--- config.mk ---
export PLATFORM = sky130hd
export DESIGN_NAME = itlb_l1_flat
export DESIGN_NICKNAME = d
export VERILOG_FILES = /design/src/rtl/icache_pkg.sv /design/src/rtl/icache_ifs.sv /design/src/rtl/itlb_l1.sv /design/src/flat_wrapper.sv
export SDC_FILE = /design/constraint.sdc
export NUM_CORES = 1
export LEC_CHECK = 0
export BUFFER_PORTS_ARGS = -buffer_cell sky130_fd_sc_hd__clkbuf_2
export CAP_MARGIN = 40
export CORE_AREA = 10 10 85 87
export DETAILED_ROUTE_END_ITERATION = 10
export DIE_AREA = 0 0 95 97
export PLACE_DENSITY = 0.81
export SLEW_MARGIN = 20
export SYNTH_ARGS = -nofsm -noshare
export SYNTH_HDL_FRONTEND = slang
export SYNTH_SLANG_ARGS = --single-unit
--- constraint.sdc ---
create_clock -name clk -period 1.6 [get_ports clk]
set_clock_uncertainty 0.15 [all_clocks]
set_input_delay 0.32 -clock clk [delete_from_list [all_inputs] [get_ports clk]]
set_output_delay 0.32 -clock clk [all_outputs]
set_load 0.01 [all_outputs]
--- src/rtl/icache_pkg.sv ---
`default_nettype none

package icache_pkg;

    // cache geometry
    localparam int LEN_LINE  = 6;
    localparam int LEN_INDEX = 6;
    localparam int NR_WAYS   = 2;
    localparam int LEN_TAG   = 20;
    localparam int NR_WORDS  = 16;
    localparam int NR_LINES  = 64;

    // answer of the L2 TLB for one even/odd page pair
    typedef struct packed {
        logic [18:0]        vpn2;
        logic [LEN_TAG-1:0] pfn0;
        logic [LEN_TAG-1:0] pfn1;
        logic               v0;
        logic               v1;
        logic               c0;
        logic               c1;
    } tlb_entry;

    typedef enum logic [2:0] {
        idle,
        tlb_fill,
        uncached,
        cache_replace,
        save_result
    } icache_state_e;

endpackage

`default_nettype wire

--- src/rtl/icache_ifs.sv ---
`default_nettype none

// translation result of the L1 TLB plus its control from the FSM
interface translate_if import icache_pkg::*; ();
    logic [LEN_TAG-1:0] pa_tag;
    logic               uncached;
    logic               translation_ok;
    logic [31:12]       vpn;
    logic               fill_en;
    logic               inv;

    modport tlb (
        output pa_tag, uncached, translation_ok, vpn,
        input  fill_en, inv
    );
    modport ctrl (
        input  pa_tag, uncached, translation_ok, vpn,
        output fill_en, inv
    );
    modport user (
        input  pa_tag
    );
endinterface


`default_nettype wire

--- src/rtl/itlb_l1.sv ---
`default_nettype none

module itlb_l1 import icache_pkg::*; (
    input  wire           clk,
    input  wire           rst,
    input  wire    [31:0] inst_va,
    input  wire tlb_entry itlb_entry,
    translate_if.tlb      tr
);

    logic [31:12]       ent_vpn;
    logic [LEN_TAG-1:0] ent_pfn;
    logic               ent_uncached;
    logic               ent_valid;
    logic               direct_mapped;

    // kseg0 and kseg1 skip translation
    assign direct_mapped = inst_va[31:30] == 2'b10;

    assign tr.vpn = inst_va[31:12];

    // va bit 29 separates kseg1 (uncached) from kseg0
    assign tr.uncached = direct_mapped ? inst_va[29] : ent_uncached;
    assign tr.pa_tag   = direct_mapped ? {3'b000, inst_va[28:12]} : ent_pfn;

    assign tr.translation_ok = direct_mapped ||
                               (ent_valid && ent_vpn == inst_va[31:12]);

    always_ff @(posedge clk) begin
        if (rst) begin
            ent_vpn      <= '0;
            ent_pfn      <= '0;
            ent_uncached <= 1'b0;
            ent_valid    <= 1'b0;
        end else begin
            if (tr.inv) begin
                ent_valid <= 1'b0;
            end
            // even or odd page of the pair
            if (tr.fill_en) begin
                ent_vpn      <= inst_va[31:12];
                ent_pfn      <= inst_va[12] ? itlb_entry.pfn1 : itlb_entry.pfn0;
                ent_uncached <= inst_va[12] ? !itlb_entry.c1 : !itlb_entry.c0;
                ent_valid    <= 1'b1;
            end
        end
    end

endmodule

`default_nettype wire

--- src/flat_wrapper.sv ---
// flat-port wrapper written by rule: the top's interface ports become plain ports
module itlb_l1_flat import icache_pkg::*;
  (clk, rst, inst_va, itlb_entry, tr_pa_tag, tr_uncached, tr_translation_ok, tr_vpn, tr_fill_en, tr_inv);
  translate_if tr_i ();
  input  wire clk;
  input  wire rst;
  input  wire    [31:0] inst_va;
  input  wire tlb_entry itlb_entry;
  output wire logic [$bits(tr_i.pa_tag)-1:0] tr_pa_tag;
  output wire logic [$bits(tr_i.uncached)-1:0] tr_uncached;
  output wire logic [$bits(tr_i.translation_ok)-1:0] tr_translation_ok;
  output wire logic [$bits(tr_i.vpn)-1:0] tr_vpn;
  input wire logic [$bits(tr_i.fill_en)-1:0] tr_fill_en;
  input wire logic [$bits(tr_i.inv)-1:0] tr_inv;
  assign tr_pa_tag = tr_i.pa_tag;
  assign tr_uncached = tr_i.uncached;
  assign tr_translation_ok = tr_i.translation_ok;
  assign tr_vpn = tr_i.vpn;
  assign tr_i.fill_en = tr_fill_en;
  assign tr_i.inv = tr_inv;
  itlb_l1 u_core (.clk(clk), .rst(rst), .inst_va(inst_va), .itlb_entry(itlb_entry), .tr(tr_i));
endmodule
==> results.txt <==
#FFs+latches synth - 42
Avg Inst Size Synth - 9.81 um2
root buffer cell - clkbuf_8
post-route clock period utilization - 130%
die area - 9220 um2
Top FF cell, synth - dfxtp_1
Final WS setup - -0.482 ns
min-delay worst type - input port to flip-flop
CP Cell Sequence - xor2_1 -> nor4_1 -> buf_4 -> nand4_1 -> o21ai_1 -> buf_2
number of flops mapped to enable cells by yosys - 0
Final min period - 2.08 ns
GPL Wtd Cong - 0.747
Syn Inst Count - 235
Multi-input gate area - 1280 um2
setup repair after global routing missed its margin - true
Slowest-stage cell, CP - dfxtp_2
Clock Path Buffers - 2
drt pass-1 iters - 4
status - finished, violations left
Port Buffers - 107
pwr dens - 805 nW/um2
largest cells by area after synthesis - dfxtp_1 36%, mux2i_1 18%, mux2_2 8.8%, xor2_1 7.2%, buf_4 7.2%
area leader, netlist - dfxtp_1
CTS sink cnt - 42
Clk Latency, worst-skew pair - 0.29 ns
Vias/cell - 4.80
Rel. slew slack - 80.8%
first-pass GRT wire length - 10.2 mm
Data arrival, critical path - 1.61 ns
Die Wd - 95 um
failing checks - negative setup slack
sequential cell area fraction in the yosys report - 36.5%
number of global-route vias before repair - 2,068
critical path capture point type - output pin
register area - 843 um2
max-cap violations - 0
Syn. warnings - 0
sw power - 0.000682 W
antenna-violating nets left - 0
leakage - 1.61 nW
Clock transition at path regs - 0.08 ns
Yosys cell types - 21
worst setup path class - flip-flop to output pin
initial antenna violation count - 0
Slew @ Worst Pin - 0.285 ns
area of the core - 5470 um2
hold_buf cts - 0
GRT Residual Overflow - 0
fillers - 494
Switching Share - 27.5%
Area Overhead vs Synth - 33.6%
startpoint class of the critical path - flip-flop
die height - 97 um
routed length per instance - 15.8 um
top-level port count - 141
fin nets - 430
Mapped Nets - 334
CTS buffer count - 5
Initial Utilization - 42.1%
CTS tree - yes
Seq pwr share - 46.6%
final hold vios - 0
fmax - 0.480 GHz
DRC - 0
hold_ws - 0.167 ns
hpwl dp - 4.52 mm
n_diodes - 0
cell internal pwr - 0.00180 W
crit-path max FO - 2
WL final - 6.39 mm
Final Power - 0.00248 W
Comb pwr share - 25.1%
VDD IR max - 0.000448 V
WP data required - 1.13 ns
H-tree lvl count - 2
Global Route Usage Sum - 13.6%
share of layout cells above drive strength 1 - 46.4%
Max Slew Vio Count - 0
via count - 1,939
max incr delay on CP - 0.33 ns
Post-synth ARST share - 0%
Core Util, Final - 56.3%
final number of setup-violating endpoints - 13
FP Rows - 27
area of the mapped netlist - 2310 um2
Synth top area share - 36.5%
DR iter-0 viols - 71
Clk pwr share - 28.3%
largest net degree at the start of global routing - 43
## per-stage QoR
step / instances / area [um2] / TNS [ns] / setup WS (ns)
finish: 404 / 3080 / -1.37 / -0.482
global route: 404 / 3080 / -1.74 / -0.625
CTS: 403 / 3020 / -0.521 / -0.521
detailed placement: 391 / 2800 / -3.18 / -0.314
global placement: 391 / 2800 / -2.88 / -0.268
floorplan: 235 / 2310 / 0 / 0.0635
## per-layer routing
layer / vias up / part of all wire, % / GRT usage, %
met5: - / 0 / 0
li1: 987 / - / -
met3: 4 / 7.3 / 5.17
met2: 62 / 50 / 22.6
met4: 0 / 0.61 / 3.09
met1: 886 / 42 / 16.1
## cells by family after synthesis
| kind of cell | Yosys count | synth area share, % |
|---|---|---|
| compound gates | 22 | 6.94 |
| xor+xnor | 20 | 7.60 |
| buf+inv | 38 | 11.9 |
| flops | 42 | 36.5 |
| simple gates | 53 | 10.0 |
| mux | 60 | 27.0 |
## critical path, delay by kind of cell (launching register included)
kind	cells	cell delay [ns]
and+or+nand+nor	2	0.39
DFF	1	0.33
buffers and inverters	2	0.32
xor gates and xnor gates	1	0.15
AOI/OAI and AO/OA	1	0.14
## cell usage in the layout (no fill, tap or decap), drive strengths merged
| master | synthesis | routed |
|---|---|---|
| inv | 1 | 1 |
| a21oi | 1 | 1 |
| nand2b | 1 | 4 |
| and2 | 3 | 3 |
| xor2 | 19 | 19 |
| xnor2 | 1 | 1 |
| nor4 | 4 | 4 |
| clkbuf | 6 | 106 |
| o21ai | 1 | 1 |
| mux2 | 18 | 18 |
| buf | 31 | 24 |
| nor2 | 42 | 42 |
| dfxtp | 42 | 42 |
| nand4 | 1 | 1 |
| mux2i | 42 | 42 |
| nand3 | 1 | 1 |
| a211oi | 20 | 20 |
| nor3 | 1 | 1 |
| clkinv | 0 | 1 |
## synthesized netlist by cell type (2+ instances only)
library cell	number
dfxtp_1	42
xor2_1	19
buf_6	3
and2_1	3
mux2i_1	42
buf_4	22
mux2_2	18
nor2_1	42
clkbuf_1	6
nor4_1	4
a211oi_1	20
buf_8	2
buf_2	4
## state kept, by name, summed over array words and instances, names as in the netlist
register / count
u_core.ent_pfn: 20
u_core.ent_vpn: 20
u_core.ent_uncached: 1
u_core.ent_valid: 1
## worst paths after layout
kind | startpoint | end | slack [ns] | cells past startpoint
worst max-delay path | u_core.ent_vpn[22]$_SDFFE_PP0P_ | tr_translation_ok | -0.48 | 6
worst min-delay path | inst_va[30] | u_core.ent_vpn[30]$_SDFFE_PP0P_ | 0.17 | 3
worst min register to register | u_core.ent_pfn[17]$_SDFFE_PP0P_ | u_core.ent_pfn[17]$_SDFFE_PP0P_ | 0.33 | 2
worst max register to register | u_core.ent_pfn[11]$_SDFFE_PP0P_ | u_core.ent_pfn[11]$_SDFFE_PP0P_ | 0.70 | 2
## power groups by stage
| stage | Sequential, W | Combinational [W] | Clock [W] |
|---|---|---|---|
| CTS | 0.00116 | 0.000606 | 0.000733 |
| floorplan | 0.00117 | 0.000360 | 0 |
| finish | 0.00116 | 0.000622 | 0.000702 |
| global placement | 0.00117 | 0.000545 | 0 |
| detailed placement | 0.00118 | 0.000557 | 0 |
| global route | 0.00117 | 0.000684 | 0.000772 |
## cell type report
class / instances / share of cell area (%)
timing repair buffer: 123 / 25.2
clock inverter: 1 / 0.162
sequential: 42 / 27.4
tap: 72 / 2.92
multi-input combinational: 158 / 41.4
clock buffer: 7 / 2.80
inverter: 1 / 0.122
## repair_timing
action | CTS | global route
setup buffers | 1 | 1
gates cloned | 3 | 0
resized for setup | 22 | 20
pin swaps | 2 | 1
setup endpoints to repair | 19 | 12
(Power assumes the default switching activity.)
