===== src/rtl/icache_pkg.sv =====
`default_nettype none

package icache_pkg;

    // cache geometry
    localparam int LEN_LINE  = 6;
    localparam int LEN_INDEX = 6;
    localparam int NR_WAYS   = 2;
    localparam int LEN_TAG   = 20;
    localparam int NR_WORDS  = 16;
    localparam int NR_LINES  = 64;

    // answer of the L2 TLB for one even/odd page pair
    typedef struct packed {
        logic [18:0]        vpn2;
        logic [LEN_TAG-1:0] pfn0;
        logic [LEN_TAG-1:0] pfn1;
        logic               v0;
        logic               v1;
        logic               c0;
        logic               c1;
    } tlb_entry;

    typedef enum logic [2:0] {
        idle,
        tlb_fill,
        uncached,
        cache_replace,
        save_result
    } icache_state_e;

endpackage

`default_nettype wire


===== src/rtl/icache_ifs.sv =====
`default_nettype none

// translation result of the L1 TLB plus its control from the FSM
interface translate_if import icache_pkg::*; ();
    logic [LEN_TAG-1:0] pa_tag;
    logic               uncached;
    logic               translation_ok;
    logic [31:12]       vpn;
    logic               fill_en;
    logic               inv;

    modport tlb (
        output pa_tag, uncached, translation_ok, vpn,
        input  fill_en, inv
    );
    modport ctrl (
        input  pa_tag, uncached, translation_ok, vpn,
        output fill_en, inv
    );
    modport user (
        input  pa_tag
    );
endinterface

// line refill writes from the FSM into tag and data arrays
interface refill_if import icache_pkg::*; ();
    logic                 way;
    logic [LEN_INDEX-1:0] line_addr;
    logic [LEN_LINE-3:0]  beat;
    logic [31:0]          wdata;
    logic                 data_we;
    logic                 tag_we;
    logic                 set_valid;

    modport ctrl (
        output way, line_addr, beat, wdata, data_we, tag_we, set_valid
    );
    modport array (
        input  way, line_addr, beat, wdata, data_we, tag_we, set_valid
    );
endinterface

`default_nettype wire


===== src/rtl/icache_ctrl.sv =====
`default_nettype none

module icache_ctrl import icache_pkg::*; (
    input  wire           clk,
    input  wire           rst,
    input  wire           inst_en,
    input  wire    [31:0] inst_va,
    input  wire           stallF,
    input  wire           fence_tlb,
    input  wire           itlb_found,
    input  wire tlb_entry itlb_entry,
    input  wire           hit,
    input  wire           hit_way,
    input  wire           lru_way,
    input  wire    [31:0] inst_rdata0,
    input  wire    [31:0] inst_rdata1,
    input  wire           arready,
    input  wire    [31:0] rdata,
    input  wire           rlast,
    input  wire           rvalid,
    output logic          inst_ok0,
    output logic          inst_ok1,
    output logic   [31:0] rdata0,
    output logic   [31:0] rdata1,
    output logic          inst_tlb_refill,
    output logic          inst_tlb_invalid,
    output logic          istall,
    output logic  [31:13] itlb_vpn2,
    output logic   [31:0] araddr,
    output logic    [7:0] arlen,
    output logic    [2:0] arsize,
    output logic          arvalid,
    output logic          rready,
    output logic          ram_sel,
    output logic          fence_ok,
    output logic          lru_update,
    translate_if.ctrl     tr,
    refill_if.ctrl        rf
);

    icache_state_e        state;
    logic                 hit_ok;
    logic                 page_valid;
    logic                 beat_ok;
    logic                 tag_we_q;
    logic                 way_q;
    logic                 saved_ok0;
    logic [31:0]          saved_rdata0;
    logic [LEN_LINE-3:0]  beat_cnt;
    logic [LEN_INDEX-1:0] line_q;

    assign hit_ok  = hit && tr.translation_ok && !tr.uncached;
    assign beat_ok = rvalid && rready;

    assign istall = (state == idle) ? (inst_en && !hit_ok) : (state != save_result);

    // fences wait for a quiet pipeline
    assign fence_ok   = !istall && !stallF;
    assign tr.inv     = fence_tlb && fence_ok;
    assign lru_update = state == idle && inst_en && hit_ok && !stallF;

    // RAMs take the current address while a miss is served
    assign ram_sel = state != idle && state != save_result;

    assign inst_ok0 = (state == idle ? hit_ok : saved_ok0) && inst_en;
    assign inst_ok1 = state == idle && hit_ok && !inst_va[2] && inst_en;
    assign rdata0   = state == idle ? inst_rdata0 : saved_rdata0;
    assign rdata1   = state == idle ? inst_rdata1 : '0;

    assign page_valid = tr.vpn[12] ? itlb_entry.v1 : itlb_entry.v0;
    assign tr.fill_en = state == tlb_fill && itlb_found && page_valid;

    // in idle the way port carries the hit way for the LRU update
    assign rf.way       = state == idle ? hit_way : way_q;
    assign rf.line_addr = line_q;
    assign rf.beat      = beat_cnt;
    assign rf.wdata     = rdata;
    assign rf.data_we   = state == cache_replace && beat_ok;
    assign rf.tag_we    = tag_we_q;
    assign rf.set_valid = rf.data_we && rlast;

    always_ff @(posedge clk) begin
        if (rst) begin
            state            <= idle;
            arvalid          <= 1'b0;
            rready           <= 1'b0;
            tag_we_q         <= 1'b0;
            beat_cnt         <= '0;
            saved_ok0        <= 1'b0;
            inst_tlb_refill  <= 1'b0;
            inst_tlb_invalid <= 1'b0;
        end else begin
            tag_we_q <= 1'b0;
            case (state)
                idle: begin
                    if (inst_en) begin
                        if (!tr.translation_ok) begin
                            itlb_vpn2 <= tr.vpn[31:13];
                            state     <= tlb_fill;
                        end else if (tr.uncached) begin
                            araddr  <= {tr.pa_tag, inst_va[11:0]};
                            arlen   <= 8'd0;
                            arsize  <= 3'd2;
                            arvalid <= 1'b1;
                            state   <= uncached;
                        end else if (!hit) begin
                            // line aligned burst into the LRU way
                            araddr   <= {tr.pa_tag, inst_va[LEN_LINE+LEN_INDEX-1:LEN_LINE],
                                         {LEN_LINE{1'b0}}};
                            arlen    <= 8'(NR_WORDS - 1);
                            arsize   <= 3'd2;
                            arvalid  <= 1'b1;
                            way_q    <= lru_way;
                            line_q   <= inst_va[LEN_LINE+LEN_INDEX-1:LEN_LINE];
                            tag_we_q <= 1'b1;
                            beat_cnt <= '0;
                            state    <= cache_replace;
                        end
                    end
                end
                tlb_fill: begin
                    if (itlb_found && page_valid) begin
                        state <= idle;
                    end else begin
                        inst_tlb_invalid <= itlb_found;
                        inst_tlb_refill  <= !itlb_found;
                        saved_rdata0     <= '0;
                        saved_ok0        <= 1'b0;
                        state            <= save_result;
                    end
                end
                uncached: begin
                    if (arvalid) begin
                        if (arready) begin
                            arvalid <= 1'b0;
                            rready  <= 1'b1;
                        end
                    end else if (beat_ok) begin
                        saved_rdata0 <= rdata;
                        saved_ok0    <= 1'b1;
                        rready       <= 1'b0;
                        state        <= save_result;
                    end
                end
                cache_replace: begin
                    if (arvalid) begin
                        if (arready) begin
                            arvalid <= 1'b0;
                            rready  <= 1'b1;
                        end
                    end else if (beat_ok) begin
                        beat_cnt <= beat_cnt + 1'b1;
                        if (rlast) begin
                            rready <= 1'b0;
                        end
                    end else if (!rready) begin
                        // last beat is in the RAM now
                        state <= idle;
                    end
                end
                save_result: begin
                    if (!stallF) begin
                        inst_tlb_refill  <= 1'b0;
                        inst_tlb_invalid <= 1'b0;
                        saved_ok0        <= 1'b0;
                        state            <= idle;
                    end
                end
                default: state <= idle;
            endcase
        end
    end

endmodule

`default_nettype wire


===== src/flat_wrapper.sv =====
// flat-port wrapper written by rule: the top's interface ports become plain ports
module icache_ctrl_flat import icache_pkg::*;
  (clk, rst, inst_en, inst_va, stallF, fence_tlb, itlb_found, itlb_entry, hit, hit_way, lru_way, inst_rdata0, inst_rdata1, arready, rdata, rlast, rvalid, inst_ok0, inst_ok1, rdata0, rdata1, inst_tlb_refill, inst_tlb_invalid, istall, itlb_vpn2, araddr, arlen, arsize, arvalid, rready, ram_sel, fence_ok, lru_update, tr_pa_tag, tr_uncached, tr_translation_ok, tr_vpn, tr_fill_en, tr_inv, rf_way, rf_line_addr, rf_beat, rf_wdata, rf_data_we, rf_tag_we, rf_set_valid);
  translate_if tr_i ();
  refill_if rf_i ();
  input  wire clk;
  input  wire rst;
  input  wire inst_en;
  input  wire    [31:0] inst_va;
  input  wire stallF;
  input  wire fence_tlb;
  input  wire itlb_found;
  input  wire tlb_entry itlb_entry;
  input  wire hit;
  input  wire hit_way;
  input  wire lru_way;
  input  wire    [31:0] inst_rdata0;
  input  wire    [31:0] inst_rdata1;
  input  wire arready;
  input  wire    [31:0] rdata;
  input  wire rlast;
  input  wire rvalid;
  output logic inst_ok0;
  output logic inst_ok1;
  output logic   [31:0] rdata0;
  output logic   [31:0] rdata1;
  output logic inst_tlb_refill;
  output logic inst_tlb_invalid;
  output logic istall;
  output logic  [31:13] itlb_vpn2;
  output logic   [31:0] araddr;
  output logic    [7:0] arlen;
  output logic    [2:0] arsize;
  output logic arvalid;
  output logic rready;
  output logic ram_sel;
  output logic fence_ok;
  output logic lru_update;
  input wire logic [$bits(tr_i.pa_tag)-1:0] tr_pa_tag;
  input wire logic [$bits(tr_i.uncached)-1:0] tr_uncached;
  input wire logic [$bits(tr_i.translation_ok)-1:0] tr_translation_ok;
  input wire logic [$bits(tr_i.vpn)-1:0] tr_vpn;
  output wire logic [$bits(tr_i.fill_en)-1:0] tr_fill_en;
  output wire logic [$bits(tr_i.inv)-1:0] tr_inv;
  output wire logic [$bits(rf_i.way)-1:0] rf_way;
  output wire logic [$bits(rf_i.line_addr)-1:0] rf_line_addr;
  output wire logic [$bits(rf_i.beat)-1:0] rf_beat;
  output wire logic [$bits(rf_i.wdata)-1:0] rf_wdata;
  output wire logic [$bits(rf_i.data_we)-1:0] rf_data_we;
  output wire logic [$bits(rf_i.tag_we)-1:0] rf_tag_we;
  output wire logic [$bits(rf_i.set_valid)-1:0] rf_set_valid;
  assign tr_i.pa_tag = tr_pa_tag;
  assign tr_i.uncached = tr_uncached;
  assign tr_i.translation_ok = tr_translation_ok;
  assign tr_i.vpn = tr_vpn;
  assign tr_fill_en = tr_i.fill_en;
  assign tr_inv = tr_i.inv;
  assign rf_way = rf_i.way;
  assign rf_line_addr = rf_i.line_addr;
  assign rf_beat = rf_i.beat;
  assign rf_wdata = rf_i.wdata;
  assign rf_data_we = rf_i.data_we;
  assign rf_tag_we = rf_i.tag_we;
  assign rf_set_valid = rf_i.set_valid;
  icache_ctrl u_core (.clk(clk), .rst(rst), .inst_en(inst_en), .inst_va(inst_va), .stallF(stallF), .fence_tlb(fence_tlb), .itlb_found(itlb_found), .itlb_entry(itlb_entry), .hit(hit), .hit_way(hit_way), .lru_way(lru_way), .inst_rdata0(inst_rdata0), .inst_rdata1(inst_rdata1), .arready(arready), .rdata(rdata), .rlast(rlast), .rvalid(rvalid), .inst_ok0(inst_ok0), .inst_ok1(inst_ok1), .rdata0(rdata0), .rdata1(rdata1), .inst_tlb_refill(inst_tlb_refill), .inst_tlb_invalid(inst_tlb_invalid), .istall(istall), .itlb_vpn2(itlb_vpn2), .araddr(araddr), .arlen(arlen), .arsize(arsize), .arvalid(arvalid), .rready(rready), .ram_sel(ram_sel), .fence_ok(fence_ok), .lru_update(lru_update), .tr(tr_i), .rf(rf_i));
endmodule

===== config.mk =====
export PLATFORM = sky130hd
export DESIGN_NAME = icache_ctrl_flat
export DESIGN_NICKNAME = d
export VERILOG_FILES = /design/src/rtl/icache_pkg.sv /design/src/rtl/icache_ifs.sv /design/src/rtl/icache_ctrl.sv /design/src/flat_wrapper.sv
export SDC_FILE = /design/constraint.sdc
export NUM_CORES = 1
export LEC_CHECK = 0
export BUFFER_PORTS_ARGS = -buffer_cell sky130_fd_sc_hd__buf_2
export CORE_AREA = 2 2 165 167
export DETAILED_ROUTE_END_ITERATION = 6
export DIE_AREA = 0 0 167 169
export PLACE_DENSITY = 0.56
export SLEW_MARGIN = 20
export SYNTH_ARGS = -nofsm -noshare
export SYNTH_HDL_FRONTEND = slang
export SYNTH_SLANG_ARGS = --single-unit

===== constraint.sdc =====
create_clock -name clk -period 6.2 [get_ports clk]
set_input_delay 1.24 -clock clk [delete_from_list [all_inputs] [get_ports clk]]
set_output_delay 1.24 -clock clk [all_outputs]
set_load 0.02 [all_outputs]

==> results of run 1 <==
[metal layers]
metal | track usage | share of wire | vias up
met3 | 0.01870 | 0.069 | 12
met1 | 0.1026 | 0.39 | 1747
li1 | - | - | 1812
met4 | 0.03111 | 0.014 | 0
met2 | 0.1703 | 0.53 | 202
met5 | 0 | 0 | -
[sequential cells by signal, summed over array words and instances (netlist names)]
register and count:
u_core.saved_ok0 1, u_core.way_q 1, u_core.state 3, u_core.arvalid 1, u_core.saved_rdata0 32, u_core.araddr 32
u_core.rf.beat 4, u_core.rf.tag_we 1, u_core.itlb_vpn2 19, u_core.rready 1, u_core.arlen 1, u_core.rf.line_addr 6
u_core.inst_tlb_refill 1, u_core.inst_tlb_invalid 1
[tightest hold or removal path: stages, from the launching register on]
cell and delay, ps:
dfxtp_1 320, nand2_1 70, a21oi_2 40
[worst max-delay path by stage]
stage	from	endpoint	slack [ps]	cells past startpoint
3_3_place_gp	hit	tr_inv	2580	6
5_1_grt	u_core.state[2]	lru_update	2080	6
3_5_place_dp	hit	tr_inv	2570	6
4_1_cts	u_core.state[2]	lru_update	2270	6
2_1_floorplan	tr_translation_ok	u_core.araddr[0]	2500	3
6_report	u_core.state[2]	lru_update	2330	6
[placed cells by master (no fill, tap or decap), drive strengths merged, types with 5 or more instances in the layout]
cell type,Yosys,layout
dfxtp,13,13
nor3,5,5
o21ai,7,7
a21oi,13,13
inv,3,7
nand2,7,7
nor2,13,13
buf,49,343
mux2,34,34
edfxtp,91,91
and2,73,73
conb,2,7
clkbuf,8,9
[power breakdown]
part / switching (mW) / leakage [nW] / total, mW / internal [mW]
Sequential: 0.00953 / 0.974 / 0.788 / 0.779
Combinational: 0.219 / 2.06 / 0.378 / 0.159
Clock: 0.292 / 0.150 / 0.581 / 0.289
Total: 0.520 / 3.19 / 1.75 / 1.23
[logic make-up after synthesis]
group / Yosys count
adders and majority gates: 1
buffers and inverters: 60
other: 2
and+or+nand+nor: 120
DFF: 104
AOI/OAI and AO/OA: 32
muxes: 35
[area by class of cell]
cell class,count,share of cell area
clock buffers,9,0.03210
clock inverters,7,0.01159
inverters,3,0.001605
multi-input cells,195,0.2188
flip-flops and latches,104,0.4265
well taps,341,0.06081
repair buffers,343,0.2486
[through the flow]
step / util / worst slack (ps) / cells / instance area (um2)
3_3_place_gp: 0.2518 / 2578 / 985 / 6674
3_5_place_dp: 0.2518 / 2572 / 985 / 6674
2_1_floorplan: - / 2500 / 359 / 4949
6_report: 0.2648 / 2330 / 1002 / 7017
5_1_grt: 0.2648 / 2081 / 1002 / 7017
4_1_cts: 0.2634 / 2270 / 1001 / 6980
==> impl_metrics.ini, run 1 <==
[synth]
yosys_warnings = 0
synth.avg_cell_area_um2 = 13.93
synth_mux_area_frac = 0.1018
yosysTopAreaCell = edfxtp_1
yosysMostFrequentCell = edfxtp_1
synthArstFlopShare = 0
synth_top_family_by_area = simple AND/OR/NAND/NOR gates
synth_xor_xnor_area_share = 0
synthAdderAreaFrac = 0.002538
synth-compound-area-share = 0.04416
synth_ff_type = edfxtp_1
netlist_area_mm2 = 0.004930
yosys.area_share.simple = 0.1500
synth.top_cell.area_share = 0.5543
synth_seq_cells = 104
synth_edf_count = 91
synthTopCellsByArea = edfxtp_1 55%, and2_1 9.3%, mux2_4 8.8%
yosysSeqAreaShare = 0.6071
syn_inst = 354
synth_commonest_cells = 91 x edfxtp_1, 73 x and2_1, 43 x buf_4, 29 x mux2_4
synth_cell_type_count = 40

[route]
drtAntennaViolNets = 0
drc = 0
dr.first_iter.drc_count = 165
vias = 3773
via_per_inst = 3.765
wl_mm = 13.87
routedWlPerCell_um = 13.84
first_pass_iters = 4

[critical_path]
critPathSlowestCell = or3_2
timing.rr.end = u_core.saved_rdata0[17]
path_cells = or3_2, buf_4, nor3_1, nand2_1, nor2_1, buf_2
slowest_delay_ps = 660
crit_required_ps = 4960
rr_worst_depth = 4
cp-start-kind = flop
regToRegSetupSlack_ps = 3370
cp-end-kind = primary output
rr_startpoint = u_core.state[2]
path_delay_family = simple AND/OR/NAND/NOR gates
critical_path_class = flop to primary output
cp_num_buf_inv = 2
critPathMaxFanout = 34
arrival_ps = 2630

[finish]
drive_gt1_frac = 0.6127
syn2layout_area_growth_pct = 42.34
seqCellArea_mm2 = 0.002993
multi_input_area_mm2 = 0.001535
nets = 902
fillers = 2798
diodes = 0

[timing]
max_slew_margin = 0.3449
period_share = 0.6242
fin_skew_ps = 14.38
hold_violations = 0
setup-violations-final = 0
tightest_slew_ps = 980.3
hold_ws_ps = 466.7
slew_viol_final = 0
period_needed_ps = 3870
fmax_mhz = 258.4
rsz0062_at_grt = false
setup_tns_ps = 0

[clocking]
postCtsSetupRepairBufs = 0
cts.sinks = 104
clk_latency_ps = 350
clock_path_buffers = 2
cts_made_buffers = 9
cts_tree = done
holdBufCountCts = 0
cts-root-buf = clkbuf_16
cts_resized = 0
clk_pin_slew_ps = 80
cts_max_level = 3

[global_routing]
grt_use_total = 0.09107
grt_start_max_net_pins = 35
grt_pass1_vias = 3660
antenna_found_initial = 0
grt_pass1_wl_mm = 19.89
overflow = 0

[placed_design]
place.gp.congestion = 0.7876
numPortBuffers = 340
hpwlAfterDp_mm = 11.06

[floorplan]
dieWidth_um = 167
num_rows = 60
die_area_mm2 = 0.02822
core_area_mm2 = 0.02650
start_util = 0.1860
boundaryPins = 429
die_h_um = 169

[min_path]
min_path_cells = 2
worstHoldStart = u_core.inst_tlb_invalid
holdCritPathClass = flop to flop
holdPathEnd = u_core.inst_tlb_invalid

[pwr]
finalPower_mw = 1.747
p_leak_nw = 3.186
power_per_cell_area_mw_per_mm2 = 249.0
vdd_ir_drop_max_uv = 108.6

[run]
drv_cap = 0

[status]
outcome = finished, final reports clean
(Power assumes the default switching activity.)
==> run 2, diff against run 1 <==
ABC_AREA = 1   (was unset)
CORE_AREA = 2 2 164 166   (was 2 2 165 167)
DIE_AREA = 0 0 166 168   (was 0 0 167 169)
PLACE_DENSITY = 0.59   (was 0.56)
clock period = 3.1 ns   (was 6.2 ns; I/O delays follow)
==> impl_metrics.ini, run 2 <==
[placed_design]
numPortBuffers = 340
place.gp.congestion = 0.7853
hpwlAfterDp_mm = 12.07
post-place-ws_ps = 594.3

[global_routing]
grt_pass1_vias = 4287
overflow = 0
antenna_found_initial = 3
grt_start_max_net_pins = 69
grt_use_total = 0.1085
grt_pass1_wl_mm = 23.24

[min_path]
min_path_cells = 1
holdCritPathClass = input pin to flop

[synth]
synth.avg_cell_area_um2 = 9.180
synth_seq_cells = 104
synth_cell_type_count = 30
synth.top_cell.area_share = 0.5452
synth_ff_type = edfxtp_1
synth_edf_count = 91
yosysTopAreaCell = edfxtp_1
yosysMostFrequentCell = nand2_1
yosys_warnings = 0
synthTopCellsByArea = edfxtp_1 55%, nand2_1 11%, inv_1 6.9%
synthArstFlopShare = 0
syn_inst = 546
yosysSeqAreaShare = 0.5971
synth_commonest_cells = 149 x nand2_1, 92 x inv_1, 91 x edfxtp_1, 84 x nor2_1, 44 x buf_4
netlist_area_mm2 = 0.005012

[critical_path]
regToRegSetupSlack_ps = 800
rr_worst_depth = 6
cp-start-kind = flop
rr_startpoint = u_core.state[0]
cp-endpoint = rdata0[22]
timing.rr.end = u_core.itlb_vpn2[28]
crit_required_ps = 2480
critPathMaxFanout = 16
arrival_ps = 2000
cp-end-kind = primary output
startpoint = u_core.state[0]
critical_path_class = flop to primary output

[timing]
hold_violations = 0
period_needed_ps = 2624
max_slew_margin = 0.5614
setup_tns_ps = 0
setup-violations-final = 0
slew_viol_final = 0
rsz0062_at_grt = false
fmax_mhz = 381.0
period_share = 0.8466
tightest_slew_ps = 654.3
fin_skew_ps = 9.201
setup_ws_ps = 475.7
hold_ws_ps = 433.0

[finish]
final_common_cell = buf_2
layout_common_cells = 340 x buf_2, 149 x nand2_1, 92 x inv_1
drive_gt1_frac = 0.4463
fillers = 2891
syn2layout_area_growth_pct = 42.41
nets = 1097
top_regs = u_core.araddr: 32 flops, u_core.saved_rdata0: 32 flops, u_core.itlb_vpn2: 19 flops

[route]
drtAntennaViolNets = 0
vias = 4462
dr.first_iter.drc_count = 184
first_pass_iters = 5
routedWlPerCell_um = 12.80
drc = 0
wl_mm = 15.36
via_per_inst = 3.718

[clocking]
clk_latency_ps = 350
cts_max_level = 3
cts_resized = 0
clock_path_buffers = 2
postCtsSetupRepairBufs = 0
cts_made_buffers = 9
cts.sinks = 104
holdBufCountCts = 0
clk_pin_slew_ps = 80
cts_tree = done
cts-root-buf = clkbuf_16

[run]
drv_cap = 0

[pwr]
vdd_ir_drop_max_uv = 501.7
power_per_cell_area_mw_per_mm2 = 837.2
finalPower_mw = 5.976
p_leak_nw = 3.766

[floorplan]
num_rows = 60
boundaryPins = 429
die_h_um = 168
start_util = 0.1902
core_area_mm2 = 0.02635
dieWidth_um = 166
die_area_mm2 = 0.02789

[status]
outcome = finished, final reports clean
==> run 2: cell type report <==
type	count	area [um2]	area share
clock buffer	10	229.0	0.03208
antenna	3	7.507	0.001052
timing repair buffer	348	1787	0.2503
tap	341	426.7	0.05977
inverter	94	355.3	0.04978
clock inverter	6	50.05	0.007011
multi-input combinational	294	1290	0.1807
sequential	104	2993	0.4193
==> run 2: cell families after synthesis <==
logic type	synth area share
AO/OA/AOI/OAI	0.01523
adder cells (fa/ha/maj)	0.002496
buffers and inverters	0.1540
flip-flops	0.5971
other	0.001498
AND/OR/NAND/NOR	0.2297
==> run 2: power breakdown <==
part / internal, mW / switching (mW) / total, mW
logic: 0.890 / 2.09 / 2.98
clock network: 0.559 / 0.563 / 1.12
registers: 1.77 / 0.102 / 1.87
==> run 2: worst min path at each step <==
| stage | startpoint | to | slack, ps |
|---|---|---|---|
| floorplan | u_core.saved_ok0 | u_core.saved_ok0 | 440 |
| global placement | u_core.saved_ok0 | u_core.saved_ok0 | 460 |
| detailed placement | u_core.saved_ok0 | u_core.saved_ok0 | 460 |
| CTS | tr_pa_tag[6] | u_core.araddr[18] | 410 |
| global route | tr_pa_tag[11] | u_core.araddr[23] | 410 |
| finish | tr_pa_tag[16] | u_core.araddr[28] | 430 |
==> run 2: critical path: stages, from the launching register on <==
cell and delay (ps):
dfxtp_1 450, nor2_8 200, nand2_4 70, inv_2 300, buf_4 280, nand2_1 120, nand2_1 70, buf_2 150
==> run 2: through the flow <==
stage | std cells | cell area [um2] | utilization
after floorplan | 551 | 5036 | -
after global placement | 1181 | 6852 | 0.2600
final | 1200 | 7138 | 0.2709
after global routing | 1199 | 7136 | 0.2708
after CTS | 1197 | 7131 | 0.2706
after detailed placement | 1181 | 6852 | 0.2600
==> run 2: routing by layer <==
layer / share of wire / global-route usage
met5: 0 / 0
met1: 0.39 / 0.1229
met2: 0.52 / 0.1957
met4: 0.015 / 0.03781
met3: 0.082 / 0.03032
